### src/hw/wfd_config.svh
// width, channel count and fill fifo depth macros for the wfd master readout path
`ifndef WFD_CONFIG_SVH
`define WFD_CONFIG_SVH

// channel fpgas feeding the master, one data stream each
`define WFD_N_CHAN 2

`define WFD_FILL_W 24   // fill number
`define WFD_CHAN_W 32   // channel link word
`define WFD_DAQ_W  64   // amc13 daq word

// data word count carried in the trailer
`define WFD_CNT_W 16

// completed fills that may wait for readout
`define WFD_FILL_FIFO_DEPTH 4

`endif

### src/hw/wfd_pkg.sv
// vector typedefs and fsm state enums shared by the wfd readout modules
`include "wfd_config.svh"

package wfd_pkg;

    typedef logic [`WFD_FILL_W-1:0] fill_num_t;  // fill number handed out per trigger
    typedef logic [`WFD_CHAN_W-1:0] chan_word_t; // one channel stream word
    typedef logic [`WFD_DAQ_W-1:0]  daq_word_t;  // one word towards the amc13
    typedef logic [`WFD_N_CHAN-1:0] chan_mask_t; // bit per channel fpga
    typedef logic [$clog2(`WFD_N_CHAN)-1:0] chan_id_t;
    typedef logic [`WFD_CNT_W-1:0]  word_count_t;

    // trigger manager
    typedef enum logic [1:0] {
        TM_IDLE,      // armed
        TM_WAIT_DONE, // channels acquiring
        TM_PUSH       // fill number waiting for the fifo
    } tm_state_t;

    // event builder, one pass per fill
    typedef enum logic [1:0] {
        EB_IDLE,
        EB_HEADER,
        EB_DATA,
        EB_TRAILER
    } eb_state_t;

endpackage

### src/hw/trigger_manager.sv
// trigger manager: trigger acceptance, acquisition pulses, fill numbering, done collection
`timescale 1ns/1ns
`include "wfd_config.svh"

module trigger_manager (
    input  logic                clk125,
    input  logic                rst_n,
    input  logic                trigger,       // one-cycle pulse
    input  logic                dtm_busy,      // event builder reading out
    input  wfd_pkg::chan_mask_t chan_done,     // one-cycle done pulses
    output wfd_pkg::chan_mask_t acq_trigs,     // go pulse to every channel
    output logic                fill_in_valid,
    output wfd_pkg::fill_num_t  fill_in_data,
    input  logic                fill_in_ready
);
    import wfd_pkg::*;

    tm_state_t  state;
    fill_num_t  fill_cnt;   // next number to hand out
    chan_mask_t done_mask;  // sticky, one bit per channel
    logic       accept;     // trigger taken this cycle

    // only an idle manager with an idle readout takes a trigger
    assign accept = (state == TM_IDLE) && trigger && !dtm_busy;

    assign fill_in_valid = (state == TM_PUSH); // held until the fifo takes it

    always_ff @(posedge clk125) begin
        if (!rst_n) begin
            state     <= TM_IDLE;
            fill_cnt  <= '0;
            done_mask <= '0;
            acq_trigs <= '0;
        end else begin
            acq_trigs <= {`WFD_N_CHAN{accept}}; // single cycle, all channels at once
            case (state)
                TM_IDLE: begin
                    if (accept) begin
                        fill_cnt  <= fill_cnt + fill_num_t'(1);
                        done_mask <= '0;          // fresh mask per fill
                        state     <= TM_WAIT_DONE;
                    end
                end
                TM_WAIT_DONE: begin
                    done_mask <= done_mask | chan_done; // latch pulses as they come
                    if (&done_mask) begin
                        state <= TM_PUSH;         // one cycle after the mask fills up
                    end
                end
                TM_PUSH: begin
                    if (fill_in_ready) begin
                        state <= TM_IDLE;
                    end
                end
                default: state <= TM_IDLE;
            endcase
        end
    end

    // number is fixed together with the acquisition pulse
    always_ff @(posedge clk125) begin
        if (accept) begin
            fill_in_data <= fill_cnt;
        end
    end

    // back-to-back pulses would start a second acquisition on the channels
    assert property (@(posedge clk125) disable iff (!rst_n)
        (|acq_trigs) |=> !(|acq_trigs))
        else $error("acq_trigs high on two consecutive cycles");

endmodule

### src/hw/fill_num_fifo.sv
// first-word-fall-through fifo of completed fill numbers
`timescale 1ns/1ns
`include "wfd_config.svh"

module fill_num_fifo #(
    parameter int DEPTH = `WFD_FILL_FIFO_DEPTH
) (
    input  logic               clk125,
    input  logic               rst_n,
    input  logic               fill_in_valid,
    input  wfd_pkg::fill_num_t fill_in_data,
    output logic               fill_in_ready,   // low when full
    output logic               fill_out_valid,
    output wfd_pkg::fill_num_t fill_out_data,   // head entry valid with fill_out_valid
    input  logic               fill_out_ready
);
    import wfd_pkg::*;

    localparam int PTR_W = (DEPTH > 1) ? $clog2(DEPTH) : 1;
    localparam int CNT_W = $clog2(DEPTH + 1);
    localparam logic [PTR_W-1:0] LAST_PTR = PTR_W'(DEPTH - 1); // wrap point
    localparam logic [CNT_W-1:0] FULL_CNT = CNT_W'(DEPTH);

    fill_num_t        mem [DEPTH];
    logic [PTR_W-1:0] wr_ptr;
    logic [PTR_W-1:0] rd_ptr;
    logic [CNT_W-1:0] count;   // occupancy
    logic             wr_en;
    logic             rd_en;

    assign fill_in_ready  = (count != FULL_CNT);
    assign fill_out_valid = (count != '0);  // rises the cycle after the first push
    assign fill_out_data  = mem[rd_ptr];    // fall through

    assign wr_en = fill_in_valid && fill_in_ready;
    assign rd_en = fill_out_valid && fill_out_ready;

    always_ff @(posedge clk125) begin
        if (!rst_n) begin
            wr_ptr <= '0;
            rd_ptr <= '0;
            count  <= '0;
        end else begin
            if (wr_en) wr_ptr <= (wr_ptr == LAST_PTR) ? '0 : wr_ptr + 1'b1;
            if (rd_en) rd_ptr <= (rd_ptr == LAST_PTR) ? '0 : rd_ptr + 1'b1;
            case ({wr_en, rd_en})
                2'b10:   count <= count + 1'b1;
                2'b01:   count <= count - 1'b1;
                default: count <= count;   // none or both
            endcase
        end
    end

    always_ff @(posedge clk125) begin
        if (wr_en) mem[wr_ptr] <= fill_in_data;
    end

    // overflow or underflow would corrupt the fill order
    // equal pointers mean empty or full and the count tells which
    assert property (@(posedge clk125) disable iff (!rst_n)
        !(wr_en && wr_ptr == rd_ptr && count != '0) &&
        !(rd_en && wr_ptr == rd_ptr && count != FULL_CNT))
        else $error("fill fifo written while full or read while empty");

endmodule

### src/hw/channel_rx_arbiter.sv
// packet-wise round-robin merge of the channel data streams
`timescale 1ns/1ns
`include "wfd_config.svh"

module channel_rx_arbiter (
    input  logic                                  clk125,
    input  logic                                  rst_n,
    input  wfd_pkg::chan_mask_t                   chan_valid,
    input  wfd_pkg::chan_mask_t                   chan_last,
    input  wfd_pkg::chan_word_t [`WFD_N_CHAN-1:0] chan_data,
    output wfd_pkg::chan_mask_t                   chan_ready,
    output logic                                  rx_valid,
    output logic                                  rx_last,
    output wfd_pkg::chan_word_t                   rx_data,
    output wfd_pkg::chan_id_t                     rx_chan,   // source of the current word
    input  logic                                  rx_ready
);
    import wfd_pkg::*;

    chan_id_t grant;     // registered owner
    chan_id_t sel;       // stream passed through this cycle
    chan_id_t sel_nxt;   // the other stream
    chan_id_t grant_nxt;
    logic     locked;    // inside a packet, grant frozen
    logic     xfer;

    assign grant_nxt = grant + 1'b1;
    assign sel_nxt   = sel + 1'b1;

    // between packets an idle owner yields to a waiting channel
    always_comb begin
        sel = grant;
        if (!locked && !chan_valid[grant] && chan_valid[grant_nxt]) begin
            sel = grant_nxt;
        end
    end

    // zero latency mux
    assign rx_valid = chan_valid[sel];
    assign rx_last  = chan_last[sel];
    assign rx_data  = chan_data[sel];
    assign rx_chan  = sel;
    assign xfer     = rx_valid && rx_ready;

    always_comb begin
        chan_ready      = '0;
        chan_ready[sel] = rx_ready;  // nobody else sees ready
    end

    always_ff @(posedge clk125) begin
        if (!rst_n) begin
            grant  <= '0;     // channel 0 first
            locked <= 1'b0;
        end else if (xfer) begin
            if (rx_last) begin
                locked <= 1'b0;
                grant  <= chan_valid[sel_nxt] ? sel_nxt : sel; // rotate if the other waits
            end else begin
                locked <= 1'b1;
                grant  <= sel;
            end
        end
    end

    assert property (@(posedge clk125) disable iff (!rst_n) $onehot0(chan_ready))
        else $error("ready given to more than one channel");

    // a packet is never interleaved with the other stream
    assert property (@(posedge clk125) disable iff (!rst_n)
        (xfer && !rx_last) |=> rx_chan == $past(rx_chan))
        else $error("channel switched inside a packet");

endmodule

### src/hw/event_builder.sv
// event builder: daq header, channel data and trailer per queued fill number
`timescale 1ns/1ns
`include "wfd_config.svh"

module event_builder (
    input  logic               clk125,
    input  logic               rst_n,
    input  logic               fill_out_valid,
    input  wfd_pkg::fill_num_t fill_out_data,
    output logic               fill_out_ready,
    input  logic               rx_valid,
    input  logic               rx_last,
    input  wfd_pkg::chan_word_t rx_data,
    input  wfd_pkg::chan_id_t  rx_chan,
    output logic               rx_ready,
    output logic               daq_valid,
    output logic               daq_header,   // first word of the event
    output logic               daq_trailer,  // last word of the event
    output wfd_pkg::daq_word_t daq_data,
    input  logic               daq_ready,
    output logic               dtm_busy      // fill taken, trailer not yet sent
);
    import wfd_pkg::*;

    localparam int HDR_PAD  = `WFD_DAQ_W - `WFD_FILL_W;                 // above the fill number
    localparam int DATA_PAD = `WFD_DAQ_W - `WFD_CHAN_W - $bits(chan_id_t);
    localparam int TRL_PAD  = `WFD_DAQ_W - 32 - `WFD_FILL_W;            // fill at bit 32
    localparam int CNT_PAD  = 32 - `WFD_CNT_W;
    localparam chan_id_t LAST_PKT = chan_id_t'(`WFD_N_CHAN - 1);

    eb_state_t   state;
    fill_num_t   fill_q;     // fill being read out
    word_count_t word_cnt;   // data words so far
    chan_id_t    pkt_cnt;    // packet ends so far
    logic        fill_xfer;
    logic        rx_xfer;

    // a stalled daq link stops both inputs
    assign fill_out_ready = (state == EB_IDLE) && daq_ready;
    assign rx_ready       = (state == EB_DATA) && daq_ready;
    assign fill_xfer      = fill_out_valid && fill_out_ready;
    assign rx_xfer        = rx_valid && rx_ready;

    always_ff @(posedge clk125) begin
        if (!rst_n) begin
            state       <= EB_IDLE;
            daq_valid   <= 1'b0;
            daq_header  <= 1'b0;
            daq_trailer <= 1'b0;
            dtm_busy    <= 1'b0;
            word_cnt    <= '0;
            pkt_cnt     <= '0;
        end else if (daq_ready) begin   // output slot free or being taken
            daq_valid   <= 1'b0;
            daq_header  <= 1'b0;
            daq_trailer <= 1'b0;
            case (state)
                EB_IDLE: begin
                    dtm_busy <= fill_xfer;  // any pending trailer leaves on this edge
                    if (fill_xfer) begin
                        word_cnt <= '0;
                        pkt_cnt  <= '0;
                        state    <= EB_HEADER;
                    end
                end
                EB_HEADER: begin
                    daq_valid  <= 1'b1;
                    daq_header <= 1'b1;
                    state      <= EB_DATA;
                end
                EB_DATA: begin
                    if (rx_xfer) begin
                        daq_valid <= 1'b1;
                        word_cnt  <= word_cnt + 1'b1;
                        if (rx_last) begin
                            pkt_cnt <= pkt_cnt + 1'b1;
                            if (pkt_cnt == LAST_PKT) state <= EB_TRAILER; // every channel in
                        end
                    end
                end
                EB_TRAILER: begin
                    daq_valid   <= 1'b1;
                    daq_trailer <= 1'b1;
                    state       <= EB_IDLE;
                end
                default: state <= EB_IDLE;
            endcase
        end
    end

    // output word and captured fill number
    always_ff @(posedge clk125) begin
        if (fill_xfer) fill_q <= fill_out_data;
        if (daq_ready) begin
            case (state)
                EB_HEADER:  daq_data <= {{HDR_PAD{1'b0}}, fill_q};
                EB_DATA: begin
                    if (rx_xfer) daq_data <= {{DATA_PAD{1'b0}}, rx_chan, rx_data};
                end
                EB_TRAILER: daq_data <= {{TRL_PAD{1'b0}}, fill_q, {CNT_PAD{1'b0}}, word_cnt};
                default:    daq_data <= daq_data;
            endcase
        end
    end

    // amc13 side needs the word held through a stall
    assert property (@(posedge clk125) disable iff (!rst_n)
        (daq_valid && !daq_ready) |=> daq_valid && $stable(daq_data))
        else $error("daq word changed while stalled");

endmodule

### src/hw/wfd_readout_top.sv
// readout top: trigger manager, fill fifo, channel arbiter and event builder
`timescale 1ns/1ns
`include "wfd_config.svh"

module wfd_readout_top (
    input  logic                                  clk125,
    input  logic                                  rst_n,
    input  logic                                  trigger,
    input  wfd_pkg::chan_mask_t                   chan_done,
    output wfd_pkg::chan_mask_t                   acq_trigs,
    input  wfd_pkg::chan_mask_t                   chan_valid,
    input  wfd_pkg::chan_mask_t                   chan_last,
    input  wfd_pkg::chan_word_t [`WFD_N_CHAN-1:0] chan_data,
    output wfd_pkg::chan_mask_t                   chan_ready,
    output logic                                  daq_valid,
    output logic                                  daq_header,
    output logic                                  daq_trailer,
    output wfd_pkg::daq_word_t                    daq_data,
    input  logic                                  daq_ready
);
    import wfd_pkg::*;

    logic       dtm_busy;
    // trigger manager to fifo
    logic       fill_in_valid;
    logic       fill_in_ready;
    fill_num_t  fill_in_data;
    // fifo to event builder
    logic       fill_out_valid;
    logic       fill_out_ready;
    fill_num_t  fill_out_data;
    // merged channel stream
    logic       rx_valid;
    logic       rx_last;
    logic       rx_ready;
    chan_word_t rx_data;
    chan_id_t   rx_chan;

    trigger_manager i_tm (
        .clk125, .rst_n, .trigger, .dtm_busy, .chan_done, .acq_trigs,
        .fill_in_valid, .fill_in_data, .fill_in_ready
    );

    fill_num_fifo #(.DEPTH(`WFD_FILL_FIFO_DEPTH)) i_fill_fifo (
        .clk125, .rst_n, .fill_in_valid, .fill_in_data, .fill_in_ready,
        .fill_out_valid, .fill_out_data, .fill_out_ready
    );

    channel_rx_arbiter i_rx_arb (
        .clk125, .rst_n, .chan_valid, .chan_last, .chan_data, .chan_ready,
        .rx_valid, .rx_last, .rx_data, .rx_chan, .rx_ready
    );

    event_builder i_eb (
        .clk125, .rst_n, .fill_out_valid, .fill_out_data, .fill_out_ready,
        .rx_valid, .rx_last, .rx_data, .rx_chan, .rx_ready,
        .daq_valid, .daq_header, .daq_trailer, .daq_data, .daq_ready, .dtm_busy
    );

endmodule

### config.mk
export PLATFORM = sky130hd
export DESIGN_NAME = wfd_readout_top
export DESIGN_NICKNAME = d
export VERILOG_FILES = /design/src/hw/wfd_pkg.sv /design/src/hw/trigger_manager.sv /design/src/hw/fill_num_fifo.sv /design/src/hw/channel_rx_arbiter.sv /design/src/hw/event_builder.sv /design/src/hw/wfd_readout_top.sv
export VERILOG_INCLUDE_DIRS = /design/src /design/src/hw
export SDC_FILE = /design/constraint.sdc
export NUM_CORES = 1
export LEC_CHECK = 0
export BUFFER_PORTS_ARGS = -buffer_cell sky130_fd_sc_hd__buf_2
export CORE_MARGIN = 2
export CORE_UTILIZATION = 40
export CTS_BUF_LIST = sky130_fd_sc_hd__clkbuf_4
export CTS_CLUSTER_DIAMETER = 60
export CTS_CLUSTER_SIZE = 25
export DETAILED_ROUTE_END_ITERATION = 8
export PLACE_DENSITY = 0.65
export RECOVER_POWER = 25
export SLEW_MARGIN = 25
export SYNTH_ARGS = -nofsm -noshare
export SYNTH_HDL_FRONTEND = slang
export SYNTH_SLANG_ARGS = --single-unit
export TNS_END_PERCENT = 10
### constraint.sdc
create_clock -name clk125 -period 3.3 [get_ports clk125]
set_input_delay 0 -clock clk125 [delete_from_list [all_inputs] [get_ports clk125]]
set_output_delay 0 -clock clk125 [all_outputs]
set_load 0.03 [all_outputs]
==> metrics.md, run 1 <==
| Metric | Value |
|---|---|
| Routability congestion estimate from global placement | 0.868 |
| Rows | 59 |
| Detail Placement HPWL | 13,700 um |
| Htree depth | 1 |
| First-pass GRT wire length | 33,400 um |
| Slew HR | 60.1% |
| Antenna Nets Post-Route | 0 |
| Fin area | 12,600 um2 |
| All-Layer GR Usage | 14.5% |
| Main synth FF type | edfxtp_1 |
| Antenna violations before repair | 2 |
| Crit path kind | register to register |
| Number of flops mapped to enable cells by yosys | 200 |
| Status | finished, final reports clean |
| Area share of the largest cell type after synthesis | 56.9% |
| Met1 Resource Use GR | 19.2% |
| Share of cells above drive strength 1 | 20.8% |
| Worst-Skew Late Latency | 0.66 ns |
| CTS sink count | 261 |
| Post-layout net count | 1,061 |
| Mapped Cells | 764 |
| Area contributors post-synth | edfxtp_1, dfxtp_1, mux4_2, nand2_1, a21oi_1 |
| Placed cell areas | 11,600 um2 |
| Final hold vios | 0 |
| Fin crit share | 92.9% |
| First drt pass iteration count | 5 |
| Global Route met3 Usage | 2.12% |
| Wire length per cell | 15.5 um |
| Yosys cell types | 59 |
| Fill count | 2,216 |
| Post-synth design cell area | 10,600 um2 |
| Startpoint Class | register |
| IO buf count | 136 |
| CTS Buf Count | 15 |
| Post-synthesis sequential area ratio | 68.4% |
| Via density | 4.92 |
| Worst EP required | 3.89 ns |
| Chip Width | 167 um |
| Clock buffer depth | 3 |
| Core Area | 26,000 um2 |
| Largest net degree at the start of global routing | 57 |
| Synth area leader | edfxtp_1 |
| Total power | 0.00510 W |
| CP Capture Type | register |
| Iteration-0 DRC Markers | 458 |
| Post-route DRC | 0 |
| CP Max Fanout | 16 |
| Area Growth Syn to Fin | 19.4% |
| Tightest Pin Transition | 0.593 ns |
| FF+latch count, synth | 261 |
| Clk slew on worst S/H paths | 0.23 ns |
| Layout Cells excl Fill | 1,319 |
| Root Buffer | clkbuf_4 |
| Max cap viols | 0 |
| Die ar. | 27,700 um2 |
| CTS tree | done |
| VDD IR max | 0.215 mV |
| Average size of a mapped cell | 13.8 um2 |
| Setup Buffers After CTS | 0 |
| Vias in the first global route | 6,393 |
| Final setup viols | 0 |
| PwrDens | 404 nW/um2 |
| RSZ-0062 raised after global routing | no |
| Routed vias | 6,487 |
| Met2 usage | 25.5% |
| CP arrival | 3.65 ns |
| Placed cells | 1,213 |
| Hold Slack | 0.245 ns |
| Max-slew violations | 0 |
| Total gr overflow | 0 |
| Synth warn | 0 |
| Global routing's busiest layer | met2 |
| Initial Util | 40.6% |
| Post-synthesis async set-or-reset flop share | 0% |
| LEAKAGE | 4.65 nW |
| Final TNS setup | 0 ns |
| Post-Route WL | 20,400 um |
| Hold Crit Class | primary input to register |
| Chip height | 167 um |
| Highest Clock Rate | 0.326 GHz |
| Io pins | 145 |
| Post-Route Skew | 0.0651 ns |
| Crit path time final | 3.07 ns |
-- worst paths after layout --
kind	startpoint	endpoint	slack (ns)	cells after the start
max	i_eb.state[0]$_SDFFE_PN0P_	i_eb.word_cnt[4]$_SDFFE_PN0P_	0.23	11
min	chan_data[23]	i_eb.daq_data[23]$_DFFE_PP_	0.25	4
max reg2reg	i_eb.state[0]$_SDFFE_PN0P_	i_eb.word_cnt[4]$_SDFFE_PN0P_	0.23	11
min reg2reg	i_tm.done_mask[0]$_SDFFE_PN0P_	i_tm.state[1]$_SDFFE_PN0P_	0.46	2
-- layout make-up --
class                      count  area [um2]  area share (%)
sequential                   261        7230            57.3
antenna                        2        5.00          0.0397
timing repair buffer         232        1600            12.7
tap                          335         419            3.32
inverter                      22        82.6           0.655
clock buffer                  21         158            1.25
multi-input combinational    441        3060            24.2
clock inverter                 5        70.1           0.555
-- registers in the layout (all words and copies together), names as in the netlist, 2 cells and up --
name	count
i_eb.state	2
i_tm.fill_in_data	24
i_fill_fifo.wr_ptr	2
i_tm.state	2
i_fill_fifo.rd_ptr	2
i_eb.daq_data	56
i_eb.fill_q	24
i_fill_fifo.count	3
i_eb.word_cnt	16
i_tm.done_mask	2
i_fill_fifo.mem	96
i_tm.fill_cnt	24
-- through the flow --
step	worst slack, ns	util, %
2_1_floorplan	0.126	-
3_3_place_gp	0.961	44.7
3_5_place_dp	0.883	44.7
4_1_cts	0.123	48.6
5_1_grt	0.0651	48.5
6_report	0.235	48.5
-- cells in the mapped netlist, types with 2 or more instances --
library cell and instances:
nand2b_1 3, mux2i_1 16, o21ai_0 16, o21ai_1 9
clkbuf_1 26, or3_1 11, nand2_1 83, nor4_1 2
mux4_2 24, and3_1 11, a21oi_1 51, a21boi_0 2
a221o_1 16, xor2_1 18, xnor2_1 8, dfxtp_1 61
and4_1 3, edfxtp_1 200, nor3_1 6, buf_4 11
a31oi_1 3, ha_1 13, nand4_1 7, nand3_1 20
nor2_1 52, and2_1 31, buf_2 8, o21a_1 3
inv_1 20
-- layout by cell type (no fill, tap or decap), types with 17 or more instances in the layout --
master,instances
a21oi_1,51
and2_1,30
buf_2,126
buf_4,17
clkbuf_4,21
dfxtp_1,61
dlygate4sd3_1,78
edfxtp_1,200
inv_1,20
mux4_2,24
nand2_1,83
nand3_1,20
nor2_1,51
xor2_1,18
-- worst max-delay path, cell delays in order, from the launching register on --
cell and delay, ns:
dfxtp_1 0.41, inv_1 0.10, ha_2 0.29, nand4b_1 0.12, nand2_1 0.06, a31oi_1 0.14
dlygate4sd3_1 0.56, buf_4 0.19, and2_0 0.31, a21oi_1 0.10, o21a_1 0.19, dlygate4sd3_1 0.54
-- what timing repair did --
action	in CTS	in global routing
gates resized for setup	0	1
hold endpoints to repair	67	0
endpoints found under the setup margin	0	1
hold buffers	78	0
-- where the power goes --
group | total, W | internal, W | leakage [nW] | switching (W)
combinational | 0.000218 | 0.000107 | 2.18 | 0.000111
clock | 0.00132 | 0.000396 | 0.131 | 0.000922
sequential | 0.00356 | 0.00354 | 2.34 | 0.0000222
-- per-layer routing --
metal	share of wire (%)	up-vias	wire [um]
li1	-	3213	-
met1	45	3091	9120
met2	49	163	9920
met3	5.0	20	1010
met4	1.7	0	354
met5	0	-	0
-- cell families (layout without fill, tap and decap cells) --
| kind of cell | count (synthesis) | count (layout) | share of synthesized area, % |
|---|---|---|---|
| simple gates | 242 | 242 | 11.4 |
| fa+ha+maj | 14 | 14 | 1.73 |
| mux | 40 | 40 | 6.63 |
| other cells | 1 | 10 | 0.0355 |
| flops | 261 | 261 | 68.4 |
| xor+xnor | 26 | 26 | 2.16 |
| compound gates | 111 | 111 | 6.63 |
| buf+inv | 69 | 280 | 2.95 |
Note: power is estimated with default switching activity, not from simulation.
==> run 2, diff against run 1 <==
- PLACE_DENSITY: 0.65 -> default
- PLACE_DENSITY_LB_ADDON: default -> 0.2
==> metrics.md, run 2 (synthesis gave the netlist of run 1 again) <==
| Metric | Value |
|---|---|
| CP Max Fanout | 28 (was 16) |
| Io pins | 145 (unchanged) |
| Final setup viols | 0 (unchanged) |
| Area Growth Syn to Fin | 20.8% (was 19.4%) |
| Vias in the first global route | 6,665 (was 6,393) |
| Via density | 4.94 (was 4.92) |
| Initial Util | 40.6% (unchanged) |
| Rows | 59 (unchanged) |
| Iteration-0 DRC Markers | 402 (was 458) |
| FF-to-FF setup slack | 0.52 ns (was 0.23 ns) |
| Highest Clock Rate | 0.359 GHz (was 0.326 GHz) |
| Util after Layout | 49.1% (was 48.5%) |
| Largest regs | i_fill_fifo.mem x96, i_eb.daq_data x56 (unchanged) |
| CP Capture Type | register (unchanged) |
| Worst R2R Start | i_rx_arb.locked$_SDFFE_PN0N_ (was i_eb.state[0]$_SDFFE_PN0P_) |
| CTS tree | done (unchanged) |
| Startpoint Class | register (unchanged) |
| Chip height | 167 um (unchanged) |
| Largest net degree at the start of global routing | 49 (was 57) |
| Critical Path Source | i_rx_arb.locked$_SDFFE_PN0N_ (was i_eb.state[0]$_SDFFE_PN0P_) |
| Post-layout net count | 1,067 (was 1,061) |
| Routed vias | 6,576 (was 6,487) |
| All-Layer GR Usage | 15.3% (was 14.5%) |
| Final TNS setup | 0 ns (unchanged) |
| CP arrival | 3.20 ns (was 3.65 ns) |
| Post-route DRC | 0 (unchanged) |
| RSZ-0062 raised after global routing | no (unchanged) |
| VDD IR max | 0.229 mV (was 0.215 mV) |
| Clk slew on worst S/H paths | 0.22 ns (was 0.23 ns) |
| Max FFs per register | 96 (unchanged) |
| IO buf count | 136 (unchanged) |
| Most frequent cells in the layout | edfxtp_1, buf_2, nand2_1 (unchanged) |
| Share of cells above drive strength 1 | 21.9% (was 20.8%) |
| Htree depth | 1 (unchanged) |
| Max-slew violations | 0 (unchanged) |
| First drt pass iteration count | 5 (unchanged) |
| Fin crit share | 84.3% (was 92.9%) |
| Routability congestion estimate from global placement | 0.786 (was 0.868) |
| FF-to-FF path depth | 7 (was 11) |
| LEAKAGE | 4.73 nW (was 4.65 nW) |
| Chip Width | 167 um (unchanged) |
| CTS Buf Count | 21 (was 15) |
| Status | finished, final reports clean (unchanged) |
| Detail Placement HPWL | 14,100 um (was 13,700 um) |
| Hold Crit Class | primary input to register (unchanged) |
| Root Buffer | clkbuf_4 (unchanged) |
| Most common cell after layout, fill and taps aside | edfxtp_1 (unchanged) |
| Core Area | 26,000 um2 (unchanged) |
| Final hold vios | 0 (unchanged) |
| Min-delay src | chan_valid[1] (was chan_data[23]) |
| Total power | 0.00546 W (was 0.00510 W) |
| Slew HR | 55.7% (was 60.1%) |
| Setup crit end | i_eb.daq_data[21]$_DFFE_PP_ (was i_eb.word_cnt[4]$_SDFFE_PN0P_) |
| Post-Route Skew | 0.0388 ns (was 0.0651 ns) |
| Largest Register | i_fill_fifo.mem (unchanged) |
| Max cap viols | 0 (unchanged) |
| Crit path kind | register to register (unchanged) |
| Die ar. | 27,700 um2 (unchanged) |
| Wire length per cell | 16.2 um (was 15.5 um) |
| Tightest Pin Transition | 0.659 ns (was 0.593 ns) |
| Crit path time final | 2.78 ns (was 3.07 ns) |
| CTS sink count | 261 (unchanged) |
| Post-Route WL | 21,500 um (was 20,400 um) |
| Total gr overflow | 0 (unchanged) |
| Clock buffer depth | 3 (unchanged) |
| Antenna Nets Post-Route | 0 (unchanged) |
| Worst EP required | 3.71 ns (was 3.89 ns) |
| Antenna violations before repair | 1 (was 2) |
| Fill count | 2,292 (was 2,216) |
| Worst-Skew Late Latency | 0.68 ns (was 0.66 ns) |
| First-pass GRT wire length | 34,500 um (was 33,400 um) |
| Post-cts repair resize count | 0 (unchanged) |
| Reg-to-Reg End | i_eb.daq_data[21]$_DFFE_PP_ (was i_eb.word_cnt[4]$_SDFFE_PN0P_) |
| PwrDens | 428 nW/um2 (was 404 nW/um2) |
[run 2: cell types whose count changed in the layout (fill, tap and decap cells not counted), moves of 2 or more]
| cell | delta |
|---|---|
| buf_4 | -2 |
| clkinv_8 | +5 |
| inv_6 | +2 |
| buf_2 | +7 |
| clkbuf_1 | -6 |
[run 2: worst min-delay path by stage]
stage,end,depth (start not counted)
floorplan,i_tm.done_mask[0]$_SDFFE_PN0P_,2
global placement,i_tm.done_mask[0]$_SDFFE_PN0P_,3
detailed placement,i_tm.done_mask[0]$_SDFFE_PN0P_,3
CTS,i_eb.word_cnt[12]$_SDFFE_PN0P_,7
global route,i_eb.word_cnt[12]$_SDFFE_PN0P_,7
finish,i_eb.word_cnt[12]$_SDFFE_PN0P_,7
[run 2: worst max-delay path: stages (launching register included)]
cell	delay [ns]
dfxtp_1	0.43
nand2b_1	0.17
a21oi_1	0.32
or2_1	0.33
buf_4	0.39
mux2i_1	0.22
dlygate4sd3_1	0.57
o21ai_1	0.06
[run 2: layout make-up]
class | instances | area (um2) | area share [%]
Clock inverter | 16 | 214 | 1.68
Multi-Input combinational cell | 441 | 3040 | 23.9
Sequential cell | 261 | 7230 | 56.6
Timing Repair Buffer | 232 | 1600 | 12.6
Tap cell | 335 | 419 | 3.29
Antenna cell | 1 | 2.50 | 0.0196
Clock buffer | 22 | 165 | 1.29
Inverter | 22 | 82.6 | 0.647
[run 2: timing repair]
action,CTS,global route
buffers inserted,0,0
endpoints found under the hold margin,67,0
hold buffers,79,0
[run 2: through the flow]
stage	cells	cell area [um2]	hold WS (ns)	setup WS, ns
2_1_floorplan	771	10600	0.139	0.126
3_3_place_gp	1212	11600	0.233	0.905
3_5_place_dp	1212	11600	0.244	0.886
4_1_cts	1329	12800	0.0434	0.502
5_1_grt	1330	12800	0.0952	0.348
6_report	1330	12800	0.120	0.518
[run 2: report_power, final]
group | leakage (nW) | switching, W | internal [W] | total [W]
sequential | 2.34 | 0.0000241 | 0.00354 | 0.00356
combinational | 2.18 | 0.000110 | 0.000107 | 0.000217
clock | 0.201 | 0.00116 | 0.000516 | 0.00168
total | 4.73 | 0.00130 | 0.00416 | 0.00546
[run 2: layer usage]
metal	part of all wire [%]	GRT usage [%]	wire length [um]
met1	45	20.9	9780
met5	0	0	0
met4	2.1	3.97	454
met3	4.8	2.40	1030
met2	48	25.7	10200
